**src/common/rename_pkg.sv**
```systemverilog
//////////////////////////////////////////////////////////////////////
// Shared sizes and types for the rename front end.
// Tag widths are fixed for 32 architectural and 64 physical registers.
// Other power-of-two sizes need these widths edited to match.
// x0 is renamed like any other register.
//////////////////////////////////////////////////////////////////////

package rename_pkg;

	// Register file sizes, used as top-level parameter defaults
	localparam int ARCH_REGS = 32;
	localparam int PHYS_REGS = 64;

	localparam int ARCH_TAG_W = $clog2(ARCH_REGS); // 5 bits
	localparam int PHYS_TAG_W = $clog2(PHYS_REGS); // 6 bits

	// Architectural register index
	typedef logic [ARCH_TAG_W-1:0] arch_tag_t;

	// Physical register index, also the free list word and the table entry
	typedef logic [PHYS_TAG_W-1:0] phys_tag_t;

	// Decoded instruction as seen by rename
	typedef struct packed {
		arch_tag_t rs1;      // Source 1
		arch_tag_t rs2;      // Source 2
		arch_tag_t rd;       // Destination, meaningful only with rd_valid
		logic      rd_valid; // Instruction writes a register
	} rename_req_t;

	// Renamed instruction
	// prd and old_prd read zero when rd_valid is clear
	typedef struct packed {
		phys_tag_t prs1;     // Physical source 1
		phys_tag_t prs2;     // Physical source 2
		phys_tag_t prd;      // Newly allocated destination
		phys_tag_t old_prd;  // Previous mapping of rd, freed at retire
		logic      rd_valid; // Copied from the request
	} rename_rsp_t;

endpackage
```
**src/verilog/rename_top.sv**
```systemverilog
//////////////////////////////////////////////////////////////////////
// Rename front end top level.
// Built for 32 architectural and 64 physical registers, matching the
// tag widths in the shared package.
// Commit must only return tags previously delivered as old_prd.
// One cycle latency from in to out.
//////////////////////////////////////////////////////////////////////

`timescale 1ns/1ps

module rename_top #(
	parameter int NUM_ARCH = rename_pkg::ARCH_REGS,
	parameter int NUM_PHYS = rename_pkg::PHYS_REGS
) (
	input  logic                      clk,
	input  logic                      reset,

	input  logic                      in_valid,
	input  rename_pkg::rename_req_t   in_req,
	output logic                      in_ready,

	output logic                      out_valid,
	output rename_pkg::rename_rsp_t   out_rsp,
	input  logic                      out_ready,

	// Retired tags back to the free list, no ready
	input  logic                      commit_valid,
	input  rename_pkg::phys_tag_t     commit_tag,

	output logic [$clog2(NUM_PHYS):0] free_count
);

	import rename_pkg::*;

	localparam int FL_DEPTH_LOG2 = $clog2(NUM_PHYS);

	phys_tag_t fl_head;
	logic      fl_empty;
	logic      fl_pop;
	phys_tag_t rat_prs1;
	phys_tag_t rat_prs2;
	phys_tag_t rat_old;
	logic      rat_wr_en;
	phys_tag_t rat_wr_tag;

	// Tags above the identity map start out free
	free_list_fifo #(
		.DEPTH_LOG2    (FL_DEPTH_LOG2),
		.PRELOAD_START (NUM_ARCH),
		.PRELOAD_COUNT (NUM_PHYS - NUM_ARCH)
	) free_list_i (
		.clk        (clk),
		.reset      (reset),
		.push       (commit_valid),
		.push_tag   (commit_tag),
		.pop        (fl_pop),
		.head       (fl_head),
		.empty      (fl_empty),
		.free_count (free_count)
	);

	// Lookups and write address come straight from the request
	reg_alias_table #(
		.NUM_ARCH (NUM_ARCH)
	) rat_i (
		.clk      (clk),
		.reset    (reset),
		.rd_addr1 (in_req.rs1),
		.rd_addr2 (in_req.rs2),
		.rd_tag1  (rat_prs1),
		.rd_tag2  (rat_prs2),
		.old_addr (in_req.rd),
		.old_tag  (rat_old),
		.wr_en    (rat_wr_en),
		.wr_addr  (in_req.rd),
		.wr_tag   (rat_wr_tag)
	);

	rename_stage stage_i (
		.clk        (clk),
		.reset      (reset),
		.in_valid   (in_valid),
		.in_req     (in_req),
		.in_ready   (in_ready),
		.out_valid  (out_valid),
		.out_rsp    (out_rsp),
		.out_ready  (out_ready),
		.fl_head    (fl_head),
		.fl_empty   (fl_empty),
		.fl_pop     (fl_pop),
		.rat_prs1   (rat_prs1),
		.rat_prs2   (rat_prs2),
		.rat_old    (rat_old),
		.rat_wr_en  (rat_wr_en),
		.rat_wr_tag (rat_wr_tag)
	);

endmodule

```
**src/verilog/rename_stage.sv**
```systemverilog
//////////////////////////////////////////////////////////////////////
// Rename stage control with a single registered output slot.
// Latency is one cycle from the accepting edge to out_valid.
// A destination is only accepted when the free list is not empty.
// out_rsp holds steady while out_valid is high and out_ready is low.
// Single instruction per cycle, no flush.
//////////////////////////////////////////////////////////////////////

`timescale 1ns/1ps

module rename_stage (
	input  logic                    clk,
	input  logic                    reset,

	// Instruction in
	input  logic                    in_valid,
	input  rename_pkg::rename_req_t in_req,
	output logic                    in_ready,

	// Renamed instruction out
	output logic                    out_valid,
	output rename_pkg::rename_rsp_t out_rsp,
	input  logic                    out_ready,

	// Free list
	input  rename_pkg::phys_tag_t   fl_head,
	input  logic                    fl_empty,
	output logic                    fl_pop,

	// Alias table
	input  rename_pkg::phys_tag_t   rat_prs1,
	input  rename_pkg::phys_tag_t   rat_prs2,
	input  rename_pkg::phys_tag_t   rat_old,
	output logic                    rat_wr_en,
	output rename_pkg::phys_tag_t   rat_wr_tag
);

	import rename_pkg::*;

	logic        slot_free;  // Slot empty or draining this cycle
	logic        dest_ok;    // Destination can be allocated
	logic        accept;
	logic        alloc;
	rename_rsp_t rsp_d;      // Response built from current lookups

	assign slot_free = !out_valid || out_ready;
	assign dest_ok   = !in_req.rd_valid || !fl_empty; // No rd needs no tag

	assign in_ready = slot_free && dest_ok;
	assign accept   = in_valid && in_ready;
	assign alloc    = accept && in_req.rd_valid;

	// Allocate the head tag and remap rd in the same edge
	assign fl_pop     = alloc;
	assign rat_wr_en  = alloc;
	assign rat_wr_tag = fl_head;

	// Sources are looked up before this instruction's own write
	always_comb begin
		rsp_d.prs1     = rat_prs1;
		rsp_d.prs2     = rat_prs2;
		rsp_d.rd_valid = in_req.rd_valid;
		if (in_req.rd_valid) begin
			rsp_d.prd     = fl_head;
			rsp_d.old_prd = rat_old;
		end else begin
			rsp_d.prd     = '0; // Nothing allocated
			rsp_d.old_prd = '0;
		end
	end

	// Slot occupancy
	always_ff @(posedge clk or posedge reset) begin
		if (reset) begin
			out_valid <= 1'b0;
		end else if (slot_free) begin
			out_valid <= accept; // Refill or go empty
		end
	end

	// Slot payload, loaded only on acceptance
	always_ff @(posedge clk) begin
		if (accept) begin
			out_rsp <= rsp_d;
		end
	end

endmodule

```
**src/verilog/reg_alias_table.sv**
```systemverilog
//////////////////////////////////////////////////////////////////////
// Register alias table, architectural to physical mapping.
// Reset maps entry i to physical tag i.
// Three combinational read ports, one write port taking effect at the
// clock edge. Reads see the state before a same-cycle write.
// No checkpoint or recovery support.
//////////////////////////////////////////////////////////////////////

`timescale 1ns/1ps

module reg_alias_table #(
	parameter int NUM_ARCH = 32 // Architectural registers
) (
	input  logic                  clk,
	input  logic                  reset,

	// Source lookups
	input  rename_pkg::arch_tag_t rd_addr1,
	input  rename_pkg::arch_tag_t rd_addr2,
	output rename_pkg::phys_tag_t rd_tag1,
	output rename_pkg::phys_tag_t rd_tag2,

	// Current mapping of the destination, becomes old_prd
	input  rename_pkg::arch_tag_t old_addr,
	output rename_pkg::phys_tag_t old_tag,

	// New mapping of the destination
	input  logic                  wr_en,
	input  rename_pkg::arch_tag_t wr_addr,
	input  rename_pkg::phys_tag_t wr_tag
);

	import rename_pkg::*;

	// One physical tag per architectural register
	phys_tag_t map_q [NUM_ARCH];

	// Map state, identity after reset
	always_ff @(posedge clk or posedge reset) begin
		if (reset) begin
			for (int i = 0; i < NUM_ARCH; i++) begin
				map_q[i] <= phys_tag_t'(i);
			end
		end else if (wr_en) begin
			map_q[wr_addr] <= wr_tag;
		end
	end

	// Read ports come from the register state only
	// so an instruction reading its own rd gets the old mapping
	assign rd_tag1 = map_q[rd_addr1];
	assign rd_tag2 = map_q[rd_addr2];
	assign old_tag = map_q[old_addr]; // Same array, third port

endmodule

```
**src/free_list/free_list_fifo.sv**
```systemverilog
//////////////////////////////////////////////////////////////////////
// Circular FIFO of free physical tags with an occupancy count.
// Reset preloads PRELOAD_COUNT ascending tags from PRELOAD_START.
// Push and pop are unguarded. The caller must never pop when empty
// and never push more tags than were popped, so it cannot overflow.
// A pushed tag is visible at head one cycle after its edge.
//////////////////////////////////////////////////////////////////////

`timescale 1ns/1ps

module free_list_fifo #(
	parameter int DEPTH_LOG2    = 6,  // log2 of entry count
	parameter int PRELOAD_START = 32, // First tag loaded at reset
	parameter int PRELOAD_COUNT = 32  // Tags loaded at reset
) (
	input  logic                  clk,
	input  logic                  reset,

	// Commit side
	input  logic                  push,
	input  rename_pkg::phys_tag_t push_tag,

	// Allocation side
	input  logic                  pop,
	output rename_pkg::phys_tag_t head,       // Tag at read pointer
	output logic                  empty,
	output logic [DEPTH_LOG2:0]   free_count  // Occupancy
);

	import rename_pkg::*;

	localparam int DEPTH = 1 << DEPTH_LOG2;

	typedef logic [DEPTH_LOG2-1:0] ptr_t;
	typedef logic [DEPTH_LOG2:0]   cnt_t;

	// Storage, no reset beyond the preloaded entries
	phys_tag_t fifo_mem [DEPTH];

	ptr_t wr_ptr;
	ptr_t rd_ptr;
	cnt_t count;
	cnt_t count_next;

	// Occupancy update
	// Push with pop in one cycle keeps the count
	always_comb begin
		count_next = count;
		case ({push, pop})
			2'b10:   count_next = count + cnt_t'(1);
			2'b01:   count_next = count - cnt_t'(1);
			default: count_next = count; // Idle or both
		endcase
	end

	// Pointers, count and memory
	always_ff @(posedge clk or posedge reset) begin
		if (reset) begin
			rd_ptr <= '0;
			wr_ptr <= ptr_t'(PRELOAD_COUNT); // Next slot after preload
			count  <= cnt_t'(PRELOAD_COUNT);
			// Load consecutive free tags in ascending order
			for (int i = 0; i < PRELOAD_COUNT; i++) begin
				fifo_mem[i] <= phys_tag_t'(PRELOAD_START + i);
			end
		end else begin
			if (push) begin
				fifo_mem[wr_ptr] <= push_tag;
				wr_ptr           <= wr_ptr + ptr_t'(1); // Wraps at DEPTH
			end
			if (pop) begin
				rd_ptr <= rd_ptr + ptr_t'(1);
			end
			count <= count_next;
		end
	end

	// Head is read straight from memory
	// A same-cycle push is not bypassed to head
	assign head = fifo_mem[rd_ptr];

	assign empty      = (count == '0);
	assign free_count = count;

endmodule

```
**config.mk**
```make
export PLATFORM = sky130hd
export DESIGN_NAME = rename_top
export DESIGN_NICKNAME = d
export VERILOG_FILES = /design/src/common/rename_pkg.sv /design/src/verilog/rename_top.sv /design/src/verilog/rename_stage.sv /design/src/verilog/reg_alias_table.sv /design/src/free_list/free_list_fifo.sv
export SDC_FILE = /design/constraint.sdc
export NUM_CORES = 1
export LEC_CHECK = 0
export BUFFER_PORTS_ARGS = -buffer_cell sky130_fd_sc_hd__buf_2
export CAP_MARGIN = 20
export CORE_MARGIN = 3
export CORE_UTILIZATION = 65
export DETAILED_ROUTE_END_ITERATION = 8
export PLACE_DENSITY = 0.94
export SLEW_MARGIN = 20
export SYNTH_ARGS = -nofsm -noshare
export SYNTH_HDL_FRONTEND = slang
export SYNTH_SLANG_ARGS = --single-unit
```
**constraint.sdc**
```tcl
create_clock -name clk -period 16.1 [get_ports clk]
set_clock_uncertainty 0.1 [all_clocks]
set_input_delay 1.61 -clock clk [delete_from_list [all_inputs] [get_ports clk]]
set_output_delay 1.61 -clock clk [all_outputs]
set_load 0.02 [all_outputs]
```
# == Word-level counts from Yosys, hierarchy flattened ==
# Index checks and enable logic that the tools add are counted.
# totals
ff_bits,621
out_inout_bits,34
# classes
add_sub_neg,4
magnitude_cmp,7
n_eq_ne,2
muxes,19
n_bitwise,6
reduce_logical,13
# op_table
operator,n
$bwmux 384,1
$bwmux 192,1
$bmux 6 s5,3
$mux 6,10
$bmux 6 s6,1
$demux 6 s6,1
$demux 6 s5,1
$ge 6x6->1 const B,3
$not 5->6,3
$ge 7x7->1 const B,2
$not 6->7,2
$pmux 7 s2,1
$add 6x1->6 const B,2
$add 7x1->7 const B,1
$logic_not 7->1,1
$lt 7x1->1 const B,1
$sub 7x1->7 const B,1
$lt 6x1->1 const B,1
$logic_and 1x1->1,5
$logic_not 1->1,3
$eq 2x1->1 const B,1
$eq 2x2->1 const B,1
$logic_or 1x1->1,2
$reduce_and 2->1,1
other kinds (2),2

# == Logic depth before layout (Yosys ltp) ==
# depth
depth_word,8
mapped_depth,14

# == Cells and area by module ==
# Synthesis repeated with hierarchy kept, for this count alone.
# unflattened
hier_cells,1866
area_unflattened_um2,30669.4
# by_module_without_submodules
module,n_inst,cells_each,area_per_inst_um2
free_list_fifo,1,1124,17785.8
reg_alias_table,1,688,11913.9
rename_stage,1,54,969.7

# == Worst setup path after synthesis ==
# No wires, ideal clock.
# synth_path
kind,input -> register
startpoint,input port reset
endpoint,register free_list_i.fifo_mem[108] in the netlist's numbering (enable)
setup_ns,0.380
t_arrival_ns,13.272
setup_slack_ns,2.348
cell_stages,3
path_cell_list,clkinv_1 > nand4_1 > nor2_1
# synth_between
elab_chain_len,2
# synth_lines
element,line,source
start: declaration,rename_top.sv:16,"input logic reset,"
$not 1->1 (no source line),--,
$reduce_and 2->1 (no source line),--,
end signal: indexed assignment,free_list_fifo.sv:64,fifo_mem[i] <= phys_tag_t'(PRELOAD_START + i);
end signal: indexed assignment,free_list_fifo.sv:68,fifo_mem[wr_ptr] <= push_tag;
end: declaration,free_list_fifo.sv:38,phys_tag_t fifo_mem [DEPTH];
# No other way between the ends.
# A chain may end at the register's enable or synchronous reset.

# == Worst setup path in the final report ==
# layout_path
startpoint,register free_list_i.rd_ptr[0]
endpoint,register rat_i.map_q[139] in the netlist's numbering
# layout_between
elab_chain_len,5
# layout_lines
element,line,source
start: declaration,free_list_fifo.sv:41,ptr_t rd_ptr;
start signal: assignment,free_list_fifo.sv:72,rd_ptr <= rd_ptr + ptr_t'(1);
$not 6->7 (implied by the code),free_list_fifo.sv:80,assign head = fifo_mem[rd_ptr];
$bmux 6 s6,free_list_fifo.sv:80,
$mux 6 (implied by the code) (2 in a row),free_list_fifo.sv:80,
$bwmux 192,reg_alias_table.sv:45,map_q[wr_addr] <= wr_tag;
end signal: indexed assignment,reg_alias_table.sv:42,map_q[i] <= phys_tag_t'(i);
end signal: indexed assignment,reg_alias_table.sv:45,
end: declaration,reg_alias_table.sv:36,phys_tag_t map_q [NUM_ARCH];
# No other way between the ends. The select of a mux whose other input is x is not followed.

==> results.py <==
metrics = {
    "clock_network": {
        "cts-root-buf": "clkbuf_16",
        "htreeDepth": 2,
        "cts_hold_buf": 0,
        "clock_path_buffers": 3,
        "clk_pin_slew_ps": 60,
        "clk_latency_ps": 650,
        "cts_buffers": 59,
        "post_cts_buffers": 0,
        "clock-sinks": 621,
        "cts_resized": 0,
        "cts_tree": "done",
    },
    "logic_synthesis": {
        "ys.flop_type": "edfxtp_1",
        "syn_area_per_cell_um2": 14.6,
        "synth_seq_cells": 621,
        "synthTopCellsByCount": "nand2_1, mux4_2, edfxtp_1, mux2_2, dfrtp_1",
        "synth_enable_flop_cells": 217,
        "synth_cells": 2066,
        "yosysWarnings": 0,
        "netlist_area_um2": 30100,
        "synth_most_common_cell": "nand2_1",
        "yosysTopAreaCellShare_pct": 21.7,
        "syn-num-nets": 2098,
        "yosys.area.top_type": "edfxtp_1",
        "async_flop_share_pct": 65.1,
        "synth_area_leaders": "edfxtp_1, dfrtp_1, dfstp_2",
        "ys_seq_area_share_pct": 56.0,
        "ys_types": 59,
    },
    "timing": {
        "min_period_ps": 4450,
        "finalHoldViolCount": 0,
        "finalSetupViolCount": 0,
        "tightest_slew_ps": 1070,
        "grt_setup_unrepaired": "no",
        "slew_viol_final": 0,
        "fin_crit_sh_pct": 27.6,
        "tns_ps": 0,
        "slew-limit-headroom_pct": 28.4,
        "fmax_mhz": 225,
    },
    "pwr": {
        "p_switching_w": 0.00206,
        "swShare_pct": 35.0,
        "comb_power_share_pct": 32.0,
        "p_int_w": 0.00383,
        "power_frac_seq_pct": 42.5,
        "p_clk_share_pct": 25.6,
        "powerDensity_nw_per_um2": 180,
        "leakage_nw": 12.2,
        "peakVddDrop_mv": 0.165,
    },
    "placed_design": {
        "dp_hpwl_mm": 45.8,
        "finalWeightedCongestion": 0.913,
        "placed_cell_area_um2": 30500,
        "place.port_buffers": 60,
    },
    "worst_setup_path": {
        "r2r_cells": 7,
        "r2r-start": "free_list_i.rd_ptr[0]$_DFFE_PP0P_",
        "r2r_end": "rat_i.map_q[139]$_DFFE_PP0P_",
        "cp-end-kind": "flop",
        "startpoint_type": "flop",
        "path_max_fanout": 100,
        "path_buf_inv": 1,
        "required_ps": 16430,
        "worst_path_max_delay_cell": "dfrtp_4",
        "cp_slowest_stage_delay_ps": 960,
        "criticalPathCategory": "flop to flop",
        "crit_arrival_ps": 4780,
        "path_delay_family": "compound AO/OA/AOI/OAI gates",
        "ff2ff_setup_slack_ps": 11650,
        "cp_cell_sequence": "buf_12 > mux4_2 > nand2_1 > a21oi_1 > a2111oi_0 > o32a_2 > o21ai_0",
    },
    "finish": {
        "area_growth_pct": 8.73,
        "final_nets": 2071,
        "multi_input_area_um2": 12400,
        "drive_gt1_share_pct": 41.3,
        "fillers": 2539,
        "ff_latch_area_um2": 16900,
        "fin_area_um2": 32700,
    },
    "job": {
        "maxCapViolations": 0,
    },
    "floorplan": {
        "die_area_um2": 48900,
        "rows": 78,
        "core_area_um2": 45600,
        "start_util_pct": 66.0,
        "dieWidth_um": 221,
        "num_io_pins": 61,
        "die_h_um": 221,
    },
    "route": {
        "drt-vias-per-instance": 7.29,
        "wl_mm": 77.2,
        "wl_per_cell_um": 28.7,
        "route.detailed.drc": 0,
        "vias": 19616,
        "ant_nets": 0,
        "drt-initial-drc-count": 2718,
        "drtPass1Iterations": 6,
    },
    "min_path": {
        "worstHoldPathType": "flop to flop",
        "min_from": "rat_i.map_q[1]$_DFFE_PP1P_",
        "worstHoldPathCells": 2,
        "holdPathEnd": "rat_i.map_q[1]$_DFFE_PP1P_",
    },
    "grt": {
        "grt_pass1_vias": 20103,
        "grt_max_degree": 181,
        "grt_pass1_wl_mm": 121,
        "antenna_found_initial": 0,
        "grt.total_usage_pct": 31.7,
        "grt-ovfl-total": 0,
    },
    "run_status": {
        "status": "finished clean",
    },
}
## layout by cell type (no fill, tap or decap), types with 6 or more instances in the layout
master,n
a211oi_1,12
a21oi_1,28
a221oi_1,11
a22o_1,8
a22oi_1,18
a31oi_1,7
buf_2,51
buf_4,27
bufinv_16,7
clkbuf_1,8
clkbuf_16,61
clkbuf_8,13
clkinv_2,9
dfrtp_1,208
dfstp_2,194
edfxtp_1,217
mux2_2,217
mux2i_1,62
mux4_1,8
mux4_2,220
nand2_1,251
nand2b_1,12
nand3_1,6
nand4_1,13
nor2_1,63
nor2b_1,16
nor3b_1,6
o21ai_0,138
o21ai_1,40
o21ai_2,28
o221ai_1,19
o22ai_1,11
xnor2_1,10
xor2_1,10
## cells by family (layout without fill, tap and decap cells)
family | count (synthesis) | in the layout | share of synthesized area, %
other | 0 | 1 | 0
DFF | 621 | 621 | 56.0
buffers and inverters | 176 | 200 | 2.88
adders and majority gates | 5 | 5 | 0.208
and+or+nand+nor | 402 | 402 | 5.87
AOI/OAI and AO/OA | 335 | 335 | 7.07
xor gates and xnor gates | 20 | 20 | 0.582
muxes | 507 | 507 | 27.3
## per-stage QoR
stage          instances  hold slack [ps]  utilization (%)  power [W]  setup slack [ps]
4_1_cts             2689              379             71.7    0.00585             11710
2_1_floorplan       2066              354                -    0.00379              2350
3_3_place_gp        2577              363             67.0    0.00415             11230
6_report            2691              378             71.8    0.00590             11650
3_5_place_dp        2577              370             67.0    0.00429             11090
5_1_grt             2690              405             71.8    0.00611             11420
## worst max path at each step
stage                     cells after the start                               from  slack, ps                               endpoint
after CTS                                    13                          in_req[0]      11710  free_list_i.free_count[6]$_DFFE_PP0P_
final                                         7  free_list_i.rd_ptr[0]$_DFFE_PP0P_      11650           rat_i.map_q[139]$_DFFE_PP0P_
after global routing                         13                          in_req[0]      11420  free_list_i.free_count[6]$_DFFE_PP0P_
after global placement                       13                          in_req[0]      11230  free_list_i.free_count[6]$_DFFE_PP0P_
after detailed placement                     13                          in_req[0]      11090  free_list_i.free_count[6]$_DFFE_PP0P_
after floorplan                               3                              reset       2350    free_list_i.fifo_mem[108]$_DFFE_PP_
## sequential cells by signal, indices dropped and copies added, names as in the netlist
signal	flops
stage_i.out_valid	1
stage_i.out_rsp	25
free_list_i.rd_ptr	6
free_list_i.free_count	7
rat_i.map_q	192
free_list_i.wr_ptr	6
free_list_i.fifo_mem	384
## worst reg2reg max path: cells and delay by family, from the launching register on
kind | cells | cell delay, ps
flops | 1 | 960
compound gates | 4 | 1740
mux | 1 | 710
simple gates | 1 | 120
buf+inv | 1 | 600
## final cells by class
type                    instances  share of cell area, %
clock inverters                30                   1.29
multi-input cells            1269                   37.8
flip-flops and latches        621                   51.6
repair buffers                 82                   1.60
inverters                       6                 0.0918
diodes                          1                0.00765
well taps                     600                   2.29
clock buffers                  82                   5.30
## routing by layer
layer,GRT usage (%),wire length [µm]
met1,40.6,26600
met4,15.1,4400
met3,6.08,7630
met5,0,0
met2,52.9,38600
## power groups by stage
stage | Combinational [W] | Clock [W] | Sequential, W
4_1_cts | 0.00184 | 0.00152 | 0.00249
2_1_floorplan | 0.00144 | 0 | 0.00236
3_5_place_dp | 0.00179 | 0 | 0.00250
3_3_place_gp | 0.00171 | 0 | 0.00244
6_report | 0.00189 | 0.00151 | 0.00251
5_1_grt | 0.00198 | 0.00158 | 0.00255
Note: power is estimated with default switching activity, not from simulation.
